<file path="src/fft_defs.svh">
`ifndef FFT_DEFS_SVH
`define FFT_DEFS_SVH

// ############################################################
// stage geometry
// ############################################################

// complex samples carried by one beat
`define FFT_LANES       16

// beats in half a frame, also the delay depth
`define FFT_HALF_BEATS  16

// ############################################################
// sample widths
// ############################################################

`define FFT_IN_W        9
`define FFT_OUT_W       (`FFT_IN_W + 1)  // one bit of growth

`endif

</file>
<file path="src/logic/fft_stage_pkg.sv">
`include "fft_defs.svh"

package fft_stage_pkg;

    // ############################################################
    // sample and complex types
    // ############################################################

    typedef logic signed [`FFT_IN_W-1:0]  in_sample_t;
    typedef logic signed [`FFT_OUT_W-1:0] out_sample_t;

    typedef struct packed {
        in_sample_t re;
        in_sample_t im;
    } cplx_in_t;

    typedef struct packed {
        out_sample_t re;
        out_sample_t im;
    } cplx_out_t;

    // one beat, lane 0 in the low bits
    typedef cplx_in_t  [`FFT_LANES-1:0] beat_in_t;
    typedef cplx_out_t [`FFT_LANES-1:0] beat_out_t;

    // ############################################################
    // control types
    // ############################################################

    typedef logic [$clog2(`FFT_HALF_BEATS)-1:0] pair_idx_t;

    typedef enum logic {
        FILL = 1'b0,
        PAIR = 1'b1
    } seq_state_t;

    typedef enum logic {
        SUM  = 1'b0,
        DIFF = 1'b1
    } out_kind_t;

endpackage

</file>
<file path="src/logic/butterfly_stage.sv">
`timescale 1ns/1ps
`include "fft_defs.svh"

module butterfly_stage (
    input  logic                     clk,
    input  logic                     rstn,
    input  logic                     valid_in,
    input  logic                     pair_en,
    input  fft_stage_pkg::pair_idx_t pair_idx,
    input  fft_stage_pkg::beat_in_t  first_beat,
    input  fft_stage_pkg::beat_in_t  second_beat,
    output logic                     bf_valid,
    output fft_stage_pkg::beat_out_t sum_beat,
    output fft_stage_pkg::beat_out_t diff_beat
);

    import fft_stage_pkg::*;

    localparam pair_idx_t MINUS_J_START = pair_idx_t'(`FFT_HALF_BEATS / 2);

    logic      take;
    logic      apply_minus_j;
    beat_out_t sum_comb;
    beat_out_t diff_comb;

    assign take          = valid_in && pair_en;
    assign apply_minus_j = (pair_idx >= MINUS_J_START);  // second half of the pairing

    // ############################################################
    // lane arithmetic
    // ############################################################

    always_comb begin
        out_sample_t a_re;
        out_sample_t a_im;
        out_sample_t b_re;
        out_sample_t b_im;
        out_sample_t d_re;
        out_sample_t d_im;
        for (int i = 0; i < `FFT_LANES; i++) begin
            a_re = first_beat[i].re;   // sign extended
            a_im = first_beat[i].im;
            b_re = second_beat[i].re;
            b_im = second_beat[i].im;
            d_re = a_re - b_re;
            d_im = a_im - b_im;
            sum_comb[i].re = a_re + b_re;
            sum_comb[i].im = a_im + b_im;
            if (apply_minus_j) begin
                // times -j
                diff_comb[i].re = d_im;
                diff_comb[i].im = -d_re;
            end else begin
                diff_comb[i].re = d_re;
                diff_comb[i].im = d_im;
            end
        end
    end

    // ############################################################
    // output registers
    // ############################################################

    always_ff @(posedge clk or negedge rstn) begin
        if (!rstn) begin
            bf_valid <= 1'b0;
        end else begin
            bf_valid <= take;
        end
    end

    always_ff @(posedge clk) begin
        if (take) begin
            sum_beat  <= sum_comb;
            diff_beat <= diff_comb;  // held until the next pair
        end
    end

endmodule

</file>
<file path="config.mk">
export PLATFORM = sky130hd
export DESIGN_NAME = butterfly_stage
export DESIGN_NICKNAME = d
export VERILOG_FILES = /design/src/logic/fft_stage_pkg.sv /design/src/logic/butterfly_stage.sv
export VERILOG_INCLUDE_DIRS = /design/src
export SDC_FILE = /design/constraint.sdc
export NUM_CORES = 2
export LEC_CHECK = 0
export ABC_AREA = 1
export BUFFER_PORTS_ARGS = -buffer_cell sky130_fd_sc_hd__buf_4
export CORE_AREA = 2 2 477 479
export DETAILED_ROUTE_END_ITERATION = 12
export DIE_AREA = 0 0 479 481
export GPL_TIMING_DRIVEN = 0
export PLACE_DENSITY = 0.42
export SLEW_MARGIN = 15
export SYNTH_ARGS = -nofsm -noshare
export SYNTH_HDL_FRONTEND = slang
export SYNTH_SLANG_ARGS = --single-unit
</file>
<file path="constraint.sdc">
create_clock -name clk -period 0.8 [get_ports clk]
set_input_delay 0.04 -clock clk [delete_from_list [all_inputs] [get_ports clk]]
set_output_delay 0.04 -clock clk [all_outputs]
set_load 0.05 [all_outputs]
</file>
==> impl_metrics.toml <==
[run_status]
status = "finished, violations left"
violations = "hold timing, setup timing"

[timing]
final.min_clock_period_ns = 1.59
hold_viol_final = 172
timing.fmax_mhz = 630
slew_viol_final = 0
setup_slack_ns = -0.786
worstMarginPinSlew_ns = 0.988
slew_headroom_pct = 34.2
min_period_over_period_pct = 198
whs_ns = -0.151
rsz0062_at_grt = "true"
setup_viol = 1458

[detailed_routing]
vias_per_cell = 4.49
wl_met3_mm = 24.0
met2_length_mm = 137
vias = 51600
top_layer_used = "met5"
met1_length_mm = 109
drtIter0Drc = 2835
wl_per_cell_um = 24.5
dr.pass1.iters = 5
routed_wirelength_mm = 281
drc = 0
ant_nets = 0

[grt]
grt_pass1_vias = 51000
grt_antenna_before_repair = 67
grt-ovfl-total = 0
grt_start_max_net_pins = 36
grt_use_total_pct = 22.7
grt_pass1_wl_mm = 374

[power]
irDropWorstVdd_mv = 1.62
totalPowerFinal_mw = 161
p_per_area_nw_per_um2 = 1800
power.leakage_nw = 40.0

[cells_and_area]
area_growth_pct = 71.8
fillCellCount = 22700
drive_gt1_share_pct = 47.8
layout_commonest_cell = "nand2_1"
layout.cells.non_filler = 11500
fin_util_pct = 39.6
layout_common_cells = "nand2_1 (1113), buf_4 (926), buf_6 (826), inv_1 (780), edfxtp_1 (640)"
fin_nets = 9615

[clock_tree]
cts_buffer_depth = 3
cts_sinks = 641
clk_pin_slew_worst_paths_ns = 0.06
clock_tree.root_cell = "clkbuf_16"
numCtsBuffers = 94
htreeDepth = 3
cts_tree = "yes"

[synth]
yosys_warnings = 0
synth-simple-area-share_pct = 20.8
synth_top_family_by_area = "simple AND/OR/NAND/NOR gates"
synth-xor-area-share_pct = 5.89
synth.distinct_cells = 43
synthCells = 6251
synth_seq_area_share_pct = 37.0
synth_compound_area_share_pct = 9.62
synth.cell_area_um2 = 52100
ys_seq_elements = 641
synthArstFlopShare_pct = 0.156
ys_dominant_reg_cell = "edfxtp_1"
avgSynthCellArea_um2 = 8.33
synthAdderAreaFrac_pct = 16.7
synth_edf_count = 640
post_synth_mux_area_share_pct = 0
synth_nets = 7491

[setup_path]
arrival_ns = 2.02
cpPeakStageDelay_ns = 0.73
critPathRequiredTime_ns = 1.24
cp_cell_sequence = "buf_12 > inv_12 > ha_4 > dlygate4sd3_1 > ha_4 > inv_2 > nor2_4 > nand3_2 > nor2_2 > nand2_1 > nand3_2 > o21ai_2"
critPathCaptureType = "flip-flop"
cp_max_fo = 3
worstSetupPathType = "in2reg"
start_kind = "input pin"
slowest_stage = "dlygate4sd3_1"

[flow_run]
drv_cap = 0

[placed_design]
post-place-cells = 10500
hpwl_mm = 221
place_congestion = 0.912
port-buffer-count = 1220

[floorplan]
dieArea_um2 = 230000
pin_count = 1225
dieHeight_um = 481
core_area_um2 = 226000
row_count = 175
die_width_um = 479
initial_utilization_pct = 23.1

[worst_hold_path]
min_path_type = "in2reg"
==> critical path: cells and delay by family <==
kind | cells | cell delay [ns]
AND/OR/NAND/NOR | 5 | 0.54
AO/OA/AOI/OAI | 1 | 0.06
adder cells (fa/ha/maj) | 2 | 0.46
buffers and inverters | 4 | 0.90
==> path summary, 6_finish.rpt <==
kind | slack (ns) | startpoint | endpoint | depth (start not counted)
max in group asynchronous | 0.58 | rstn | bf_valid$_DFF_PN0_ | 3
worst min-delay path | -0.15 | second_beat[145] | diff_beat[161]$_DFFE_PP_ | 3
min in group asynchronous | 0.12 | rstn | bf_valid$_DFF_PN0_ | 3
worst max-delay path | -0.79 | first_beat[135] | diff_beat[146]$_DFFE_PP_ | 12
==> where the power goes <==
group          total [mW]  switching (mW)  internal (mW)
Clock                45.4            18.6           26.8
Sequential           44.1            1.94           42.1
Combinational        71.4            43.7           27.6
Total                 161            64.3           96.6
==> registers in the layout, indices dropped and copies added (netlist names) <==
register	count
sum_beat	320
bf_valid	1
diff_beat	320
==> final cells by class <==
type / count / area, um^2 / share of cell area, %
multi-input cells: 4307 / 36300 / 40.6
plain buffers: 124 / 1150 / 1.29
inverters: 1149 / 4870 / 5.45
flip-flops and latches: 641 / 19200 / 21.5
clock inverters: 67 / 850 / 0.950
repair buffers: 2058 / 20800 / 23.2
clock buffers: 106 / 2400 / 2.68
diodes: 35 / 87.6 / 0.0980
well taps: 3009 / 3760 / 4.21
==> layer usage <==
metal / global-route usage [%] / vias to the layer above
li1: - / 24600
met2: 39.2 / 1465
met4: 7.82 / 36
met1: 26.3 / 25200
met5: 0 / -
met3: 7.15 / 358
==> through the flow <==
stage	worst slack [ns]	setup TNS, ns	hold WS, ns	instance area, um^2
after floorplan	-9.32	-6310.85	-0.256	53300
after global placement	-16.35	-	-0.185	66200
after detailed placement	-2.48	-1370.90	-0.182	67000
after CTS	-0.846	-641.91	-0.251	79700
after global routing	-0.795	-614.11	-0.183	89400
final	-0.786	-559.73	-0.151	89400
==> Yosys cell counts, drive strengths merged, types with 16 or more instances <==
cell type / number / area (um^2)
a21o: 16 / 120
a21oi: 294 / 1500
a221oi: 23 / 201
a22o: 24 / 210
a31oi: 32 / 200
buf: 106 / 699
clkbuf: 48 / 210
edfxtp: 640 / 19200
fa: 64 / 1280
ha: 592 / 7410
inv: 1149 / 4320
nand2: 1558 / 6210
nand3: 370 / 2150
nand4: 59 / 369
nor2: 334 / 1510
nor3: 66 / 342
o21ai: 378 / 1890
o21bai: 35 / 263
o22ai: 30 / 188
o31ai: 40 / 355
xnor2: 16 / 140
xor2: 334 / 2930
==> logic make-up after synthesis <==
logic type | after synthesis
adders and majority gates | 656
DFF | 641
AOI/OAI and AO/OA | 881
xor gates and xnor gates | 350
and+or+nand+nor | 2420
buffers and inverters | 1303
==> what timing repair did <==
action | in CTS | in global routing
hold endpoints to repair | 534 | 378
hold buffers | 245 | 99
gates cloned | 6 | 33
resized for setup | 1345 | 1804
pin swaps | 437 | 632
buffers inserted | 232 | 310
endpoints found under the setup margin | 1394 | 1554
No activity file was read; power rests on OpenSTA's default activity.
