**src/fft_defs.svh**
```systemverilog
`ifndef FFT_DEFS_SVH
`define FFT_DEFS_SVH

// ############################################################
// stage geometry
// ############################################################

// complex samples carried by one beat
`define FFT_LANES       16

// beats in half a frame, also the delay depth
`define FFT_HALF_BEATS  16

// ############################################################
// sample widths
// ############################################################

`define FFT_IN_W        9
`define FFT_OUT_W       (`FFT_IN_W + 1)  // one bit of growth

`endif

```
**src/logic/fft_stage_pkg.sv**
```systemverilog
`include "fft_defs.svh"

package fft_stage_pkg;

    // ############################################################
    // sample and complex types
    // ############################################################

    typedef logic signed [`FFT_IN_W-1:0]  in_sample_t;
    typedef logic signed [`FFT_OUT_W-1:0] out_sample_t;

    typedef struct packed {
        in_sample_t re;
        in_sample_t im;
    } cplx_in_t;

    typedef struct packed {
        out_sample_t re;
        out_sample_t im;
    } cplx_out_t;

    // one beat, lane 0 in the low bits
    typedef cplx_in_t  [`FFT_LANES-1:0] beat_in_t;
    typedef cplx_out_t [`FFT_LANES-1:0] beat_out_t;

    // ############################################################
    // control types
    // ############################################################

    typedef logic [$clog2(`FFT_HALF_BEATS)-1:0] pair_idx_t;

    typedef enum logic {
        FILL = 1'b0,
        PAIR = 1'b1
    } seq_state_t;

    typedef enum logic {
        SUM  = 1'b0,
        DIFF = 1'b1
    } out_kind_t;

endpackage

```
**src/logic/frame_sequencer.sv**
```systemverilog
`timescale 1ns/1ps
`include "fft_defs.svh"

module frame_sequencer (
    input  logic                     clk,
    input  logic                     rstn,
    input  logic                     valid_in,
    output logic                     pair_en,
    output fft_stage_pkg::pair_idx_t pair_idx
);

    import fft_stage_pkg::*;

    localparam pair_idx_t LAST_BEAT = pair_idx_t'(`FFT_HALF_BEATS - 1);

    seq_state_t state;
    seq_state_t state_nxt;
    pair_idx_t  beat_cnt;
    logic       half_done;

    // ############################################################
    // next state
    // ############################################################

    assign half_done = valid_in && (beat_cnt == LAST_BEAT);

    always_comb begin
        state_nxt = state;
        case (state)
            FILL: begin
                if (half_done) begin
                    state_nxt = PAIR;
                end
            end
            PAIR: begin
                if (half_done) begin
                    state_nxt = FILL;  // next frame starts filling
                end
            end
            default: state_nxt = FILL;
        endcase
    end

    // ############################################################
    // state and beat counter
    // ############################################################

    always_ff @(posedge clk or negedge rstn) begin
        if (!rstn) begin
            state    <= FILL;
            beat_cnt <= '0;
        end else begin
            state <= state_nxt;
            if (valid_in) begin
                beat_cnt <= beat_cnt + 1'b1;  // wraps at the half boundary
            end
        end
    end

    assign pair_en  = (state == PAIR);
    assign pair_idx = beat_cnt;

endmodule

```
**config.mk**
```make
export PLATFORM = sky130hd
export DESIGN_NAME = frame_sequencer
export DESIGN_NICKNAME = d
export VERILOG_FILES = /design/src/logic/fft_stage_pkg.sv /design/src/logic/frame_sequencer.sv
export VERILOG_INCLUDE_DIRS = /design/src
export SDC_FILE = /design/constraint.sdc
export NUM_CORES = 1
export LEC_CHECK = 0
export BUFFER_PORTS_ARGS = -buffer_cell sky130_fd_sc_hd__buf_4
export CAP_MARGIN = 40
export CORE_AREA = 3 3 40 42
export DETAILED_ROUTE_END_ITERATION = 8
export DIE_AREA = 0 0 43 45
export GPL_TIMING_DRIVEN = 0
export PLACE_DENSITY = 0.45
export RECOVER_POWER = 25
export SETUP_SLACK_MARGIN = 0.02
export SYNTH_ARGS = -nofsm -noshare
export SYNTH_HDL_FRONTEND = slang
export SYNTH_SLANG_ARGS = --single-unit
export TNS_END_PERCENT = 20
```
**constraint.sdc**
```tcl
create_clock -name clk -period 1.41 [get_ports clk]
set_clock_uncertainty 0.05 [all_clocks]
set_input_delay 0.0705 -clock clk [delete_from_list [all_inputs] [get_ports clk]]
set_output_delay 0.0705 -clock clk [all_outputs]
set_load 0.01 [all_outputs]
```
==> flow_summary.html <==
<table>
<tr><th>Metric</th><th>Value</th></tr>
<tr><th colspan="2">Placed design</th></tr>
<tr><td>Number of port buffers</td><td>7</td></tr>
<tr><td>Half-perimeter wire length after placement</td><td>298 microns</td></tr>
<tr><td>Routability Congestion</td><td>0.664</td></tr>
<tr><th colspan="2">Worst setup path</th></tr>
<tr><td>Worst-path fanout max</td><td>4</td></tr>
<tr><td>Startpoint of the worst setup timing path</td><td>pair_idx[0]</td></tr>
<tr><td>Critical path data required time</td><td>1.48 ns</td></tr>
<tr><td>Arrival time of data at the critical path endpoint</td><td>1.21 ns</td></tr>
<tr><td>CP Class</td><td>reg -&gt; reg</td></tr>
<tr><td>Terminus of the critical flop-to-flop path</td><td>pair_idx[1]</td></tr>
<tr><td>Worst Setup Start Kind</td><td>flop</td></tr>
<tr><td>Setup slack on the worst flop-to-flop path</td><td>0.27 ns</td></tr>
<tr><td>R2R Path Start</td><td>pair_idx[0]</td></tr>
<tr><td>Number of cells on the worst reg-to-reg path</td><td>2</td></tr>
<tr><td>Crit path capture type</td><td>flop</td></tr>
<tr><td>Critical Path Sink</td><td>pair_idx[1]</td></tr>
<tr><th colspan="2">Synthesis</th></tr>
<tr><td>Flops &amp; latches, synth</td><td>5</td></tr>
<tr><td>Distinct cells, synth</td><td>7</td></tr>
<tr><td>Mapped Nets</td><td>18</td></tr>
<tr><td>Synthesized area divided by synthesized cell count</td><td>14.3 sq um</td></tr>
<tr><td>Cell area after technology mapping</td><td>200 sq um</td></tr>
<tr><td>Seq/Total Area, Yosys</td><td>0.625</td></tr>
<tr><td>Number of instances in the synthesized netlist</td><td>14</td></tr>
<tr><td>Total number of yosys warnings</td><td>0</td></tr>
<tr><th colspan="2">Worst hold path</th></tr>
<tr><td>HP Class</td><td>in -&gt; async</td></tr>
<tr><th colspan="2">Detailed routing</th></tr>
<tr><td>Post-detailed-route DRC marker count</td><td>0</td></tr>
<tr><td>Avg Vias per Cell</td><td>3.57</td></tr>
<tr><td>DR pass1 iterations</td><td>2</td></tr>
<tr><td>Drt total wl</td><td>402 microns</td></tr>
<tr><td>Antenna Nets Post-Route</td><td>0</td></tr>
<tr><td>Starting DRC count in detailed routing</td><td>1</td></tr>
<tr><td>Routed wirelength normalized by instance count</td><td>9.57 microns</td></tr>
<tr><td>Detailed-route via count</td><td>150</td></tr>
<tr><th colspan="2">Timing</th></tr>
<tr><td>Period minus WS final</td><td>1.14 ns</td></tr>
<tr><td>Measured slew at the worst slew-check pin</td><td>0.254 ns</td></tr>
<tr><td>TNS Setup</td><td>0 ns</td></tr>
<tr><td>Final cycle utilization of the critical path</td><td>0.809</td></tr>
<tr><td>Number of failing hold endpoints at the final stage</td><td>0</td></tr>
<tr><td>Unrepaired setup endpoints after global routing</td><td>false</td></tr>
<tr><td>Achievable frequency</td><td>877 MHz</td></tr>
<tr><td>Setup violators final</td><td>0</td></tr>
<tr><td>Worst slew margin</td><td>0.831</td></tr>
<tr><td>Max Slew Vio Count</td><td>0</td></tr>
<tr><td>Hold WS</td><td>0.164 ns</td></tr>
<tr><th colspan="2">Global routing</th></tr>
<tr><td>Largest net degree at the start of global routing</td><td>6</td></tr>
<tr><td>Number of antenna violations at the first check in global routing</td><td>0</td></tr>
<tr><td>Via count of the first global-routing pass</td><td>165</td></tr>
<tr><td>Aggregate global-route resource usage</td><td>0.0604</td></tr>
<tr><td>Gr ovfl total</td><td>0</td></tr>
<tr><td>Global-route wire length before repair</td><td>772 microns</td></tr>
<tr><th colspan="2">Finish</th></tr>
<tr><td>Proportion of layout cells with a drive suffix above 1</td><td>0.370</td></tr>
<tr><td>Highest-count cells in the layout ignoring fill and taps</td><td>sky130_fd_sc_hd__buf_4, sky130_fd_sc_hd__dfrtp_1, sky130_fd_sc_hd__xnor2_1, sky130_fd_sc_hd__clkbuf_4</td></tr>
<tr><td>Antenna Diode Count</td><td>0</td></tr>
<tr><td>Area added between synthesis and finish</td><td>56.9%</td></tr>
<tr><td>Register Area</td><td>125 sq um</td></tr>
<tr><td>Most common cell after layout, fill and taps aside</td><td>sky130_fd_sc_hd__buf_4</td></tr>
<tr><td>Area of the multi-input gates</td><td>75.1 sq um</td></tr>
<tr><td>Layout Nets</td><td>32</td></tr>
<tr><td>Number of fill cells in the layout</td><td>137</td></tr>
<tr><th colspan="2">Power</th></tr>
<tr><td>Leakage power</td><td>0.138 nW</td></tr>
<tr><td>Total power per unit cell area</td><td>2360 mW/mm^2</td></tr>
<tr><td>Worst IR drop on VDD</td><td>947 uV</td></tr>
<tr><th colspan="2">Die</th></tr>
<tr><td>Standard cell core area</td><td>0.00128 sq mm</td></tr>
<tr><td>Starting Density</td><td>0.156</td></tr>
<tr><td>Overall die width</td><td>43 microns</td></tr>
<tr><td>Number of placed I/O pins</td><td>8</td></tr>
<tr><td>DIE AREA</td><td>0.00194 sq mm</td></tr>
<tr><td>Die Y-Extent</td><td>45 microns</td></tr>
<tr><td>Row count</td><td>13</td></tr>
<tr><th colspan="2">CTS</th></tr>
<tr><td>Number of clock sinks</td><td>5</td></tr>
<tr><td>Total clock buffers created by CTS</td><td>3</td></tr>
<tr><td>Setup bufs post-CTS</td><td>0</td></tr>
<tr><td>Max clock buf depth</td><td>2</td></tr>
<tr><td>Source-to-sink clock delay at the later pin of the worst-skew pair</td><td>0.23 ns</td></tr>
<tr><td>Count of H-tree levels built during CTS</td><td>1</td></tr>
<tr><td>Post-CTS resize count</td><td>0</td></tr>
<tr><td>CTS clock-pin slew for the worst setup and hold paths</td><td>0.04 ns</td></tr>
<tr><td>Clock tree from TritonCTS</td><td>built</td></tr>
<tr><td>Clock tree root driver cell</td><td>sky130_fd_sc_hd__clkbuf_4</td></tr>
<tr><th colspan="2">Outcome</th></tr>
<tr><td>Outcome</td><td>completed</td></tr>
<tr><th colspan="2">Flow run</th></tr>
<tr><td>Reported max-cap violation count</td><td>0</td></tr>
</table>
state kept, by name, indices dropped and copies added, names as in the netlist:
signal    flops
pair_en       1
pair_idx      4
synth_stat cells:
| master | instances | area (sq um) |
|---|---|---|
| sky130_fd_sc_hd__xor2_1 | 1 | 8.76 |
| sky130_fd_sc_hd__ha_1 | 1 | 12.5 |
| sky130_fd_sc_hd__nand2_1 | 1 | 3.75 |
| sky130_fd_sc_hd__mux2_2 | 1 | 11.3 |
| sky130_fd_sc_hd__xnor2_1 | 3 | 26.3 |
| sky130_fd_sc_hd__nand4_1 | 2 | 12.5 |
| sky130_fd_sc_hd__dfrtp_1 | 5 | 125 |
cells by family (layout without fill, tap and decap cells):
kind of cell | count (synthesis) | after routing | synth area share
DFF | 5 | 5 | 0.625
xor gates and xnor gates | 4 | 4 | 0.175
and+or+nand+nor | 3 | 3 | 0.0812
adders and majority gates | 1 | 1 | 0.0625
muxes | 1 | 1 | 0.0562
buffers and inverters | 0 | 13 | 0
timing repair:
action	in CTS	in global routing
endpoints found under the hold margin	6	0
setup endpoints to repair	0	0
hold buffers	2	0
per-layer routing:
metal	vias to the layer above	GRT usage	wire (microns)
li1	75	-	-
met1	67	0.0639	205
met2	8	0.0719	150
met3	0	0.0757	45
met4	0	0.0181	0
met5	-	0	0
worst max-delay path, stage by stage, from the launching register on:
cell and delay (ns):
sky130_fd_sc_hd__dfrtp_1 0.42, sky130_fd_sc_hd__ha_1 0.30, sky130_fd_sc_hd__mux2_2 0.26
report_power, final:
group / switching, mW / leakage (nW) / internal, mW
clock network: 0.0531 / 0.0150 / 0.107
logic: 0.110 / 0.0644 / 0.168
registers: 0.0818 / 0.0590 / 0.221
total: 0.245 / 0.138 / 0.495
area by class of cell:
| type | instances | share of cell area |
|---|---|---|
| multi-input cells | 9 | 0.239 |
| well taps | 15 | 0.0598 |
| clock buffers | 4 | 0.0837 |
| repair buffers | 9 | 0.219 |
| flip-flops and latches | 5 | 0.398 |
through the flow:
| step | instance area [sq um] | power (mW) | util | cells | setup WS [ns] |
|---|---|---|---|---|---|
| detailed placement | 272 | 0.581 | 0.211 | 36 | 0.277 |
| finish | 314 | 0.740 | 0.244 | 42 | 0.270 |
| global route | 314 | 0.816 | 0.244 | 42 | 0.216 |
| global placement | 272 | 0.563 | 0.211 | 36 | 0.301 |
| floorplan | 200 | 0.429 | - | 14 | 0.270 |
| CTS | 318 | 0.757 | 0.247 | 42 | 0.269 |
worst min path at each step:
stage | startpoint | to | slack [ns] | cells after the start
6_report | rstn | pair_en | 0.16 | 2
3_3_place_gp | rstn | pair_en | -0.18 | 1
4_1_cts | rstn | pair_en | 0.12 | 2
3_5_place_dp | rstn | pair_en | -0.18 | 1
2_1_floorplan | rstn | pair_en | -0.28 | 0
5_1_grt | rstn | pair_en | 0.19 | 2
No activity file was read; power rests on OpenSTA's default activity.
